File: src/verilog/radio_pkg.sv
package radio_pkg;

   ////////////////////
   // widths
   localparam int ADC_W      = 12;   // converter word
   localparam int SAMPLE_W   = 16;   // dsp sample
   localparam int SET_DATA_W = 32;   // settings payload
   localparam int MAX_CHANS  = 4;    // limited by chan_id_t

   typedef logic        [ADC_W-1:0]    adc_word_t;
   typedef logic signed [SAMPLE_W-1:0] sample_t;
   typedef logic        [1:0]          chan_id_t;
   typedef logic        [2:0]          decim_t;     // log2 of averaging length
   typedef logic        [7:0]          set_addr_t;

   // one complex sample, i in the upper half
   typedef struct packed {
      sample_t i;
      sample_t q;
   } iq_t;

   // single cycle write strobe, no handshake
   typedef struct packed {
      logic                  stb;
      set_addr_t             addr;
      logic [SET_DATA_W-1:0] data;
   } set_bus_t;

   ////////////////////
   // 36 bit rx stream word toward the host side
   typedef struct packed {
      chan_id_t chan;    // source channel
      logic     ovf;     // results were dropped before this word
      logic     rsvd;    // always zero
      iq_t      iq;
   } rx_word_t;

   // channel n sits at SET_BASE + n
   localparam set_addr_t SET_BASE = 8'h10;

endpackage

File: src/verilog/adc_capture.sv
`timescale 1ns/10ps

module adc_capture
(
   input  logic                 clk_fpga,
   input  logic                 rst,
   input  radio_pkg::adc_word_t adc_i,
   input  radio_pkg::adc_word_t adc_q,
   output radio_pkg::iq_t       adc_iq
);
   import radio_pkg::*;

   adc_word_t inv_i;
   adc_word_t inv_q;

   // board routes both buses inverted
   assign inv_i = ~adc_i;
   assign inv_q = ~adc_q;

   // two's complement 12b up to sample width
   function automatic sample_t sext(input adc_word_t w);
      return sample_t'({{(SAMPLE_W-ADC_W){w[ADC_W-1]}}, w});
   endfunction

   ////////////////////
   // one register stage, value visible one cycle later
   always_ff @(posedge clk_fpga)
   begin
      if (rst)
      begin
         adc_iq <= '0;
      end
      else
      begin
         adc_iq.i <= sext(inv_i);   // DA
         adc_iq.q <= sext(inv_q);   // DB
      end
   end

endmodule

File: src/verilog/rx_dsp_chan.sv
`timescale 1ns/10ps

module rx_dsp_chan
#(
   parameter radio_pkg::set_addr_t CHAN_ADDR = 8'h10
)
(
   input  logic                clk_fpga,
   input  logic                rst,
   input  radio_pkg::set_bus_t set_bus,
   input  radio_pkg::iq_t      adc_iq,
   output radio_pkg::iq_t      smp_data,
   output logic                smp_ovf,
   output logic                smp_valid,
   input  logic                smp_take,
   output logic                running
);
   import radio_pkg::*;

   typedef logic signed [18:0] acc_t;          // 12b inputs, up to 128 per group
   typedef enum logic {IDLE, ACCUM} state_t;

   ////////////////////
   // control register
   logic   run;
   decim_t decim;

   always_ff @(posedge clk_fpga)
   begin
      if (rst)
      begin
         run   <= 1'b0;
         decim <= '0;
      end
      else if (set_bus.stb && (set_bus.addr == CHAN_ADDR))   // own address only
      begin
         run   <= set_bus.data[0];
         decim <= decim_t'(set_bus.data[3:1]);
      end
   end

   assign running = run;

   ////////////////////
   // averaging decimator
   state_t     state;
   logic [6:0] grp_cnt;     // samples already in acc
   logic [6:0] grp_last;
   acc_t       acc_i;
   acc_t       acc_q;
   acc_t       sum_i;
   acc_t       sum_q;
   logic       grp_done;
   iq_t        avg;

   assign grp_last = (7'd1 << decim) - 7'd1;   // wraps to 127 for decim 7
   assign sum_i    = acc_i + acc_t'(adc_iq.i);
   assign sum_q    = acc_q + acc_t'(adc_iq.q);
   assign grp_done = (state == ACCUM) && run && (grp_cnt >= grp_last);

   // arithmetic shift gives floor of the mean
   assign avg.i = sample_t'(sum_i >>> decim);
   assign avg.q = sample_t'(sum_q >>> decim);

   always_ff @(posedge clk_fpga)
   begin
      if (rst)
      begin
         state   <= IDLE;
         grp_cnt <= '0;
         acc_i   <= '0;
         acc_q   <= '0;
      end
      else
      begin
         case (state)
            IDLE:
            begin
               grp_cnt <= '0;
               acc_i   <= '0;
               acc_q   <= '0;
               if (run)
                  state <= ACCUM;   // first sample on next cycle
            end
            ACCUM:
            begin
               if (!run)
               begin
                  state   <= IDLE;   // group count restarts
                  grp_cnt <= '0;
                  acc_i   <= '0;
                  acc_q   <= '0;
               end
               else if (grp_done)
               begin
                  grp_cnt <= '0;     // result leaves via avg
                  acc_i   <= '0;
                  acc_q   <= '0;
               end
               else
               begin
                  grp_cnt <= grp_cnt + 7'd1;
                  acc_i   <= sum_i;
                  acc_q   <= sum_q;
               end
            end
            default: state <= IDLE;
         endcase
      end
   end

   ////////////////////
   // one entry output buffer
   logic buf_valid;
   logic buf_load;
   logic buf_drop;
   logic ovf_flag;
   iq_t  buf_data;

   assign buf_load = grp_done && (!buf_valid || smp_take);   // slot free or freeing
   assign buf_drop = grp_done && buf_valid && !smp_take;

   always_ff @(posedge clk_fpga)
   begin
      if (rst)
      begin
         buf_valid <= 1'b0;
         ovf_flag  <= 1'b0;
      end
      else
      begin
         if (buf_load)
            buf_valid <= 1'b1;
         else if (smp_take)
            buf_valid <= 1'b0;

         if (buf_drop)
            ovf_flag <= 1'b1;   // sticky until the next word leaves
         else if (smp_take)
            ovf_flag <= 1'b0;
      end
   end

   always_ff @(posedge clk_fpga)
   begin
      if (buf_load)
         buf_data <= avg;
   end

   assign smp_data  = buf_data;
   assign smp_valid = buf_valid;
   assign smp_ovf   = ovf_flag;

endmodule

File: src/verilog/rx_stream_mux.sv
`timescale 1ns/10ps

module rx_stream_mux
#(
   parameter int NUM_CHANS = 2
)
(
   input  logic                 clk_fpga,
   input  logic                 rst,
   input  radio_pkg::iq_t       smp_data [NUM_CHANS],
   input  logic [NUM_CHANS-1:0] smp_ovf,
   input  logic [NUM_CHANS-1:0] smp_valid,
   output logic [NUM_CHANS-1:0] smp_take,
   output radio_pkg::rx_word_t  rx_data,
   output logic                 rx_src_rdy,
   input  logic                 rx_dst_rdy
);
   import radio_pkg::*;

   chan_id_t last_grant;
   chan_id_t idx_hi;        // first requester above last grant
   chan_id_t idx_lo;        // first requester at or below it
   chan_id_t grant_idx;
   logic     found_hi;
   logic     found_lo;
   logic     out_free;
   logic     grant_ok;
   rx_word_t grant_word;

   // output reg empty or draining this cycle
   assign out_free = !rx_src_rdy || rx_dst_rdy;

   ////////////////////
   // round robin search, wraps past the last grant
   always_comb
   begin
      found_hi = 1'b0;
      found_lo = 1'b0;
      idx_hi   = '0;
      idx_lo   = '0;
      for (int c = 0; c < NUM_CHANS; c++)
      begin
         if (smp_valid[c] && (chan_id_t'(c) > last_grant) && !found_hi)
         begin
            found_hi = 1'b1;
            idx_hi   = chan_id_t'(c);
         end
         if (smp_valid[c] && (chan_id_t'(c) <= last_grant) && !found_lo)
         begin
            found_lo = 1'b1;
            idx_lo   = chan_id_t'(c);
         end
      end
   end

   assign grant_ok  = out_free && (found_hi || found_lo);
   assign grant_idx = found_hi ? idx_hi : idx_lo;

   // word build and one-hot take
   always_comb
   begin
      grant_word      = '0;   // rsvd stays zero
      grant_word.chan = grant_idx;
      for (int c = 0; c < NUM_CHANS; c++)
      begin
         smp_take[c] = grant_ok && (chan_id_t'(c) == grant_idx);
         if (chan_id_t'(c) == grant_idx)
         begin
            grant_word.ovf = smp_ovf[c];
            grant_word.iq  = smp_data[c];
         end
      end
   end

   ////////////////////
   // output register
   always_ff @(posedge clk_fpga)
   begin
      if (rst)
      begin
         rx_src_rdy <= 1'b0;
         last_grant <= chan_id_t'(NUM_CHANS - 1);   // chan 0 first
      end
      else if (out_free)
      begin
         rx_src_rdy <= grant_ok;
         if (grant_ok)
            last_grant <= grant_idx;
      end
   end

   always_ff @(posedge clk_fpga)
   begin
      if (grant_ok)
         rx_data <= grant_word;   // held while stalled
   end

endmodule

File: src/verilog/radio_rx_core.sv
`timescale 1ns/10ps

module radio_rx_core
#(
   parameter int NUM_CHANS = 2
)
(
   input  logic                 clk_fpga,
   input  logic                 rst,
   input  radio_pkg::adc_word_t adc_i,        // DA
   input  radio_pkg::adc_word_t adc_q,        // DB
   input  radio_pkg::set_bus_t  set_bus,
   output radio_pkg::rx_word_t  rx_data,
   output logic                 rx_src_rdy,
   input  logic                 rx_dst_rdy,
   output logic [NUM_CHANS-1:0] rx_running
);
   import radio_pkg::*;

   if ((NUM_CHANS < 1) || (NUM_CHANS > MAX_CHANS))
   begin : gen_bad_chans
      $error("radio_rx_core: NUM_CHANS out of range");
   end

   iq_t                  adc_iq;
   iq_t                  smp_data [NUM_CHANS];
   logic [NUM_CHANS-1:0] smp_ovf;
   logic [NUM_CHANS-1:0] smp_valid;
   logic [NUM_CHANS-1:0] smp_take;

   ////////////////////
   // adc front end, shared by all channels
   adc_capture adc_capture_inst
   (
      .clk_fpga (clk_fpga),
      .rst      (rst),
      .adc_i    (adc_i),
      .adc_q    (adc_q),
      .adc_iq   (adc_iq)
   );

   ////////////////////
   // dsp channels, one settings address each
   for (genvar g = 0; g < NUM_CHANS; g++)
   begin : gen_chan
      rx_dsp_chan #(
         .CHAN_ADDR (SET_BASE + set_addr_t'(g))
      ) rx_dsp_chan_inst (
         .clk_fpga  (clk_fpga),
         .rst       (rst),
         .set_bus   (set_bus),
         .adc_iq    (adc_iq),
         .smp_data  (smp_data[g]),
         .smp_ovf   (smp_ovf[g]),
         .smp_valid (smp_valid[g]),
         .smp_take  (smp_take[g]),
         .running   (rx_running[g])
      );
   end

   // merge into the 36 bit stream
   rx_stream_mux #(
      .NUM_CHANS (NUM_CHANS)
   ) rx_stream_mux_inst (
      .clk_fpga   (clk_fpga),
      .rst        (rst),
      .smp_data   (smp_data),
      .smp_ovf    (smp_ovf),
      .smp_valid  (smp_valid),
      .smp_take   (smp_take),
      .rx_data    (rx_data),
      .rx_src_rdy (rx_src_rdy),
      .rx_dst_rdy (rx_dst_rdy)
   );

endmodule

File: config.mk
export PLATFORM = sky130hd
export DESIGN_NAME = radio_rx_core
export DESIGN_NICKNAME = d
export VERILOG_FILES = /design/src/verilog/radio_pkg.sv /design/src/verilog/adc_capture.sv /design/src/verilog/rx_dsp_chan.sv /design/src/verilog/rx_stream_mux.sv /design/src/verilog/radio_rx_core.sv
export SDC_FILE = /design/constraint.sdc
export NUM_CORES = 1
export LEC_CHECK = 0
export ABC_AREA = 1
export BUFFER_PORTS_ARGS = -buffer_cell sky130_fd_sc_hd__buf_4
export CAP_MARGIN = 0
export CORE_MARGIN = 2
export CORE_UTILIZATION = 56
export CTS_CLUSTER_SIZE = 12
export DETAILED_ROUTE_END_ITERATION = 8
export GPL_ROUTABILITY_DRIVEN = 0
export PLACE_DENSITY = 0.76
export SYNTH_ARGS = -nofsm -noshare
export SYNTH_HDL_FRONTEND = slang
export SYNTH_SLANG_ARGS = --single-unit
File: constraint.sdc
create_clock -name clk_fpga -period 4.9 [get_ports clk_fpga]
set_input_delay 1.225 -clock clk_fpga [delete_from_list [all_inputs] [get_ports clk_fpga]]
set_output_delay 1.225 -clock clk_fpga [all_outputs]
set_load 0.005 [all_outputs]
After elaboration in Yosys (flattened, before gate mapping)
Index checks and enable logic that the tools add are counted.

word-level totals
  word-level logic and storage cells = 130
  input port bits = 68
  output and inout port bits = 39
  bits in registers = 230

cells by class
  mux-type cells = 37
  $add $sub $neg = 8
  shifts and indexed selects = 6
  reductions and logical operators = 38
  equal/unequal tests = 3
  magnitude comparators = 6
  bitwise operators = 4

operators by type and width
  cell                   number
  $mux W19               8
  $pmux W19 S2           4
  $add A19 B12 Y19       4
  $sshr A19 B3 Y16       4
  $mux W32               2
  $mux W7                4
  $pmux W7 S2            2
  $not A12 Y12           2
  $logic_and A1 B1 Y1    21
  $mux W1                17
  $eq A8 B5 Y1 const B   2
  $add A7 B1 Y7 const B  2
  $ge A7 B7 Y1           2
  $shl A1 B3 Y7 const A  2
  $sub A7 B1 Y7 const B  2
  $reduce_bool A2 Y1     4
  $logic_not A1 Y1       7
  $gt A1 B2 Y1 const A   2
  $le A1 B2 Y1 const A   2
  $logic_or A1 B1 Y1     4
  $eq A1 B2 Y1 const A   1
  $logic_not A2 Y1       1
  $not A1 Y1             2
  $reduce_and A2 Y1      1

Logic depth before layout (Yosys ltp)
  depth in word-level cells = 12
  depth in mapped cells = 17

Hierarchy
From an unflattened synthesis, not the netlist that was laid out.

unflattened totals
  cell total of the unflattened synthesis = 2,163
  area total of the unflattened synthesis = 15,229.6 sq um

modules (own cells, without submodules)
  module                                      area an instance (sq um)  cells an instance  sequential area each (sq um)  times used
  rx_dsp_chan (gen_chan[0].rx_dsp_chan_inst)  6,505.0                   978                2,001.9                       1
  rx_dsp_chan (gen_chan[1].rx_dsp_chan_inst)  6,454.9                   966                2,001.9                       1
  rx_stream_mux                               1,616.6                   161                1,061.0                       1
  adc_capture                                 653.1                     58                 480.5                         1

Worst setup path after synthesis
OpenSTA, ideal clock, no wires.

  path type = input-to-reg
  from = input port rx_dst_rdy
  to = register gen_chan[0].rx_dsp_chan_inst.buf_data (netlist bit gen_chan[0].rx_dsp_chan_inst.smp_data[0]), enable pin
  required time = 4.468 ns
  arrival = 4.737 ns
  path buffers = 0
  setup slack = -0.269 ns
  cell stages on the path = 4
  path through = nor2_1 > nor2_1 > nand2_1 > a21oi_1

between the ends
  word-level cells in the longest chain between the ends = 5

ends and longest elaborated chain
  item                                       RTL line             text
  from (decl)                                radio_rx_core.sv:15  input logic rx_dst_rdy,
  $logic_or A1 B1 Y1                         rx_stream_mux.sv:31  assign out_free = !rx_src_rdy || rx_dst_rdy;
  $logic_and A1 B1 Y1                        rx_stream_mux.sv:56  assign grant_ok = out_free && (found_hi || found_lo);
  net rx_stream_mux_inst.grant_ok            rx_stream_mux.sv:27  logic grant_ok;
  $logic_and A1 B1 Y1                        rx_stream_mux.sv:66  smp_take[c] = grant_ok && (chan_id_t'(c) == grant_idx);
  $logic_or A1 B1 Y1                         rx_dsp_chan.sv:120   assign buf_load = grp_done && (!buf_valid || smp_take);
  $logic_and A1 B1 Y1                        rx_dsp_chan.sv:120
  net gen_chan[0].rx_dsp_chan_inst.buf_load  rx_dsp_chan.sv:115   logic buf_load;
  to (signal assigned)                       rx_dsp_chan.sv:147   buf_data <= avg;
  to (decl)                                  rx_dsp_chan.sv:118   iq_t buf_data;

The timed path passes the listed nets, and every way through them passes these cells.
A chain may end at the register's enable or synchronous reset.

Worst setup path after layout
  from = register gen_chan[1].rx_dsp_chan_inst.decim[2]
  to = register gen_chan[1].rx_dsp_chan_inst.acc_q[18]

between the ends
  word-level cells in the longest chain between the ends = 7

ends and longest elaborated chain
  item                    RTL line            text
  from (decl)             rx_dsp_chan.sv:26   decim_t decim;
  from (signal assigned)  rx_dsp_chan.sv:38   decim <= decim_t'(set_bus.data[3:1]);
  $shl A1 B3 Y7           rx_dsp_chan.sv:56   assign grp_last = (7'd1 << decim) - 7'd1;
  $sub A7 B1 Y7           rx_dsp_chan.sv:56
  $ge A7 B7 Y1            rx_dsp_chan.sv:59   assign grp_done = (state == ACCUM) && run && (grp_cnt >= grp_last);
  $logic_and A1 B1 Y1     rx_dsp_chan.sv:59
  $mux W19                rx_dsp_chan.sv:94   else if (grp_done)
  $mux W19                rx_dsp_chan.sv:87   if (!run)
  $pmux W19 S2            rx_dsp_chan.sv:76   case (state)
  to (signal assigned)    rx_dsp_chan.sv:104  acc_q <= sum_q;
  to (decl)               rx_dsp_chan.sv:50   acc_t acc_q;

Every way passes these cells.

==> impl_metrics.toml <==
[worst_hold_path]
holdCritPathClass = "flop to flop"

[clock_tree]
tritoncts = "built"
cts_hold_buffers = 0
cts_root_buf = "clkbuf_16"
postCtsSetupBuffers = 0
clk_latency_ns = 0.54
cts_buffer_depth = 3
clk_pin_slew_ns = 0.06
cts-buffers-inserted = 26
cts.htree.levels = 1
ctsResizeCount = 0
clock_sink_count = 228

[yosys]
yosys.area_share.xor_xnor_pct = 2.35
ys.flop_type = "dfxtp_1"
synth_edf_count = 98
synth_cell_types = 42
synth_top_family_by_area = "simple AND/OR/NAND/NOR gates"
synth.ff_latch_count = 228
synthSimpleGateAreaFrac_pct = 37.9
ys_seq_area_share_pct = 37.2
syn_avg_cell_area_um2 = 6.95
ys_warn_count = 0
yosys-mux-area-fraction_pct = 0.269
synth_area_um2 = 14900
yosys.area_share.adder_pct = 8.09
synth_async_sr_flop_share_pct = 0
synth_compound_gate_area_share_pct = 5.97
syn_inst = 2145

[sta]
grt_setup_unrepaired = "no"
finClkSkew_ns = 0.0152
layout_setup_ws_ns = 0.965
relSlewSlack_pct = 25.8
finalSetupViolCount = 0
fin_setup_tns_ns = 0
max_freq_mhz = 254
hold_viol = 0
max_slew.worst_pin.slew_ns = 1.11
period_minus_slack_ns = 3.93
finalCritPeriodShare_pct = 80.3
maxSlewViolCount = 0

[floorplan]
die_w_um = 167
initial_utilization_pct = 57.2
fp.dieH_um = 167
coreArea_um2 = 26100
rows = 59
num_io_pins = 107
dieArea_um2 = 27900

[cells_and_area]
utilization_pct = 63.4
fin_area_um2 = 16500
nets = 2361
area_delta_synth_final_pct = 10.9
insertedDiodeCount = 0
n_fill_cell = 2393
drive_gt1_share_pct = 8.38

[pwr]
p_leak_nw = 8.15
ir_worst_vdd_mv = 0.297
powerDensity_nw_per_um2 = 255

[worst_setup_path]
end_kind = "flop"
worst_setup_path_start_kind = "flop"
crit_type = "flop to flop"
arrival_ns = 4.37
cp.required_ns = 5.33
crit_fanout = 45

[placement]
place_area_um2 = 15700
io_buffers = 76
hpwl_mm = 30.0
pre_cts_ws_ns = 0.957

[routing]
first_pass_iters = 9
drt_iter0_drc = 1490
vias = 14200
ant_nets = 0
via_per_inst = 5.54
drc = 0
drt_wl_total_mm = 39.4
drt-wirelength-per-cell_um = 15.4

[global_route]
grt_first_pass_wirelength_mm = 64.8
grt_usage_pct = 28.1
overflow = 0
grt_pass1_vias = 13400
grt_start_max_net_pins = 46
antenna_found_initial = 0

[flow_run]
cap_violations = 0

[status]
status = "completed"
## critical path, stage by stage (launching register included)
cell and delay, ns:
dfxtp_1 0.31, inv_1 0.45, nand2_1 0.18, ha_1 0.25, o21ai_0 0.14, nor2_1 0.09
xor2_1 0.16, ha_1 0.32, a21oi_1 0.14, o21ai_0 0.10, a21oi_1 0.12, o21ai_0 0.14
nand2_1 0.15, nand3_2 0.85, a21oi_1 0.42
## flip-flops by register name, summed over array words and instances, names as in the netlist
signal and cells:
gen_chan.rx_dsp_chan_inst.state 2, gen_chan.rx_dsp_chan_inst.smp_ovf 2, gen_chan.rx_dsp_chan_inst.acc_i 38, rx_stream_mux_inst.rx_src_rdy 1
gen_chan.rx_dsp_chan_inst.acc_q 38, rx_stream_mux_inst.last_grant 1, rx_stream_mux_inst.rx_data 34, gen_chan.rx_dsp_chan_inst.grp_cnt 14
adc_capture_inst.adc_iq 24, gen_chan.rx_dsp_chan_inst.smp_data 64, gen_chan.rx_dsp_chan_inst.decim 6, gen_chan.rx_dsp_chan_inst.smp_valid 2
gen_chan.rx_dsp_chan_inst.running 2
## synth_stat cells (2+ instances only)
| cell | n | area (um^2) |
|---|---|---|
| a21boi_0 | 2 | 15.0 |
| a21oi_1 | 76 | 380 |
| buf_1 | 13 | 48.8 |
| buf_2 | 14 | 70.1 |
| buf_4 | 6 | 45.0 |
| buf_6 | 2 | 22.5 |
| clkbuf_1 | 27 | 101 |
| clkbuf_4 | 2 | 15.0 |
| clkbuf_8 | 3 | 41.3 |
| clkinv_1 | 3 | 11.3 |
| dfxtp_1 | 130 | 2600 |
| edfxtp_1 | 98 | 2940 |
| fa_1 | 4 | 80.1 |
| ha_1 | 90 | 1130 |
| inv_1 | 227 | 852 |
| inv_2 | 3 | 11.3 |
| mux2i_1 | 4 | 40.0 |
| nand2_1 | 696 | 2610 |
| nand2_2 | 17 | 106 |
| nand3_1 | 358 | 1790 |
| nand3_2 | 8 | 80.1 |
| nand3b_1 | 7 | 52.6 |
| nand4_1 | 3 | 18.8 |
| nor2_1 | 187 | 702 |
| nor2_2 | 2 | 12.5 |
| nor3_1 | 15 | 75.1 |
| nor3_2 | 6 | 60.1 |
| o211ai_1 | 13 | 97.6 |
| o21ai_0 | 41 | 205 |
| o21ai_1 | 11 | 55.1 |
| o21ai_2 | 4 | 35.0 |
| o221ai_1 | 8 | 70.1 |
| o31ai_1 | 2 | 15.0 |
| or2_1 | 5 | 31.3 |
| or2_2 | 13 | 81.3 |
| xnor2_1 | 21 | 184 |
| xor2_1 | 19 | 166 |
## cell usage in the layout, fill, tap and decap left out, types with 2 or more instances in the layout
cell	n
a21boi_0	2
xnor2_1	21
clkinv_1	7
inv_2	3
o21ai_1	11
inv_1	227
nand2_1	696
or2_1	5
o21ai_0	41
nand3b_1	7
buf_4	92
clkbuf_1	7
mux2i_1	4
clkbuf_16	26
nor3_1	15
fa_1	4
or2_2	13
o211ai_1	13
nand2_2	17
o21ai_2	4
nor2_1	185
o31ai_1	2
conb_1	2
nand3_1	358
o221ai_1	8
nor2_2	3
a21oi_1	75
dfxtp_1	130
bufinv_16	3
ha_1	90
clkinv_2	6
nand3_2	8
xor2_1	19
edfxtp_1	98
nand4_1	3
nor3_2	6
## report_power, final
part           leakage [nW]  total (mW)  internal [mW]  switching [mW]
clock                 0.408        1.92           1.13           0.786
sequential             1.94        2.01           1.99          0.0206
combinational          5.80       0.290          0.110           0.180
total                  8.15        4.22           3.23           0.987
## cell type report
cell class / instances / area, um^2 / share of cell area, %
Tap cell: 335 / 419 / 2.54
Clock buffer: 33 / 677 / 4.10
Timing Repair Buffer: 92 / 691 / 4.18
Clock inverter: 15 / 159 / 0.962
Inverter: 233 / 875 / 5.29
Sequential cell: 228 / 5550 / 33.6
Multi-Input combinational cell: 1618 / 8150 / 49.4
## per-stage QoR
step	hold WS [ns]	power [mW]	cells
floorplan	0.426	2.24	2146
global placement	0.434	2.33	2506
detailed placement	0.438	2.33	2506
CTS	0.447	4.25	2554
global route	0.462	4.37	2554
finish	0.450	4.22	2554
## layer usage
layer / vias up / share of wire, % / global-route usage (%) / wire length [um]
met5: - / 0 / 0 / 0
li1: 7117 / - / - / -
met3: 80 / 7.3 / 4.54 / 2860
met4: 0 / 3.0 / 8.51 / 1170
met1: 6433 / 44 / 37.8 / 17400
met2: 521 / 46 / 46.9 / 18000
## final timing paths
check             slack, ns                                endpoint  depth (start not counted)                                   from
setup / recovery       0.97  gen_chan[1].rx_dsp_chan_inst.acc_q[18]                         14  gen_chan[1].rx_dsp_chan_inst.decim[2]
hold reg to reg        0.45    gen_chan[0].rx_dsp_chan_inst.smp_ovf                          2   gen_chan[0].rx_dsp_chan_inst.smp_ovf
hold / removal         0.45    gen_chan[0].rx_dsp_chan_inst.smp_ovf                          2   gen_chan[0].rx_dsp_chan_inst.smp_ovf
setup reg to reg       0.97  gen_chan[1].rx_dsp_chan_inst.acc_q[18]                         14  gen_chan[1].rx_dsp_chan_inst.decim[2]
## cells by family after synthesis
| logic type | after synthesis |
|---|---|
| compound gates | 159 |
| simple gates | 1319 |
| other cells | 1 |
| mux | 4 |
| xor+xnor | 40 |
| flops | 228 |
| buf+inv | 300 |
| fa+ha+maj | 94 |
(Power assumes the default switching activity.)
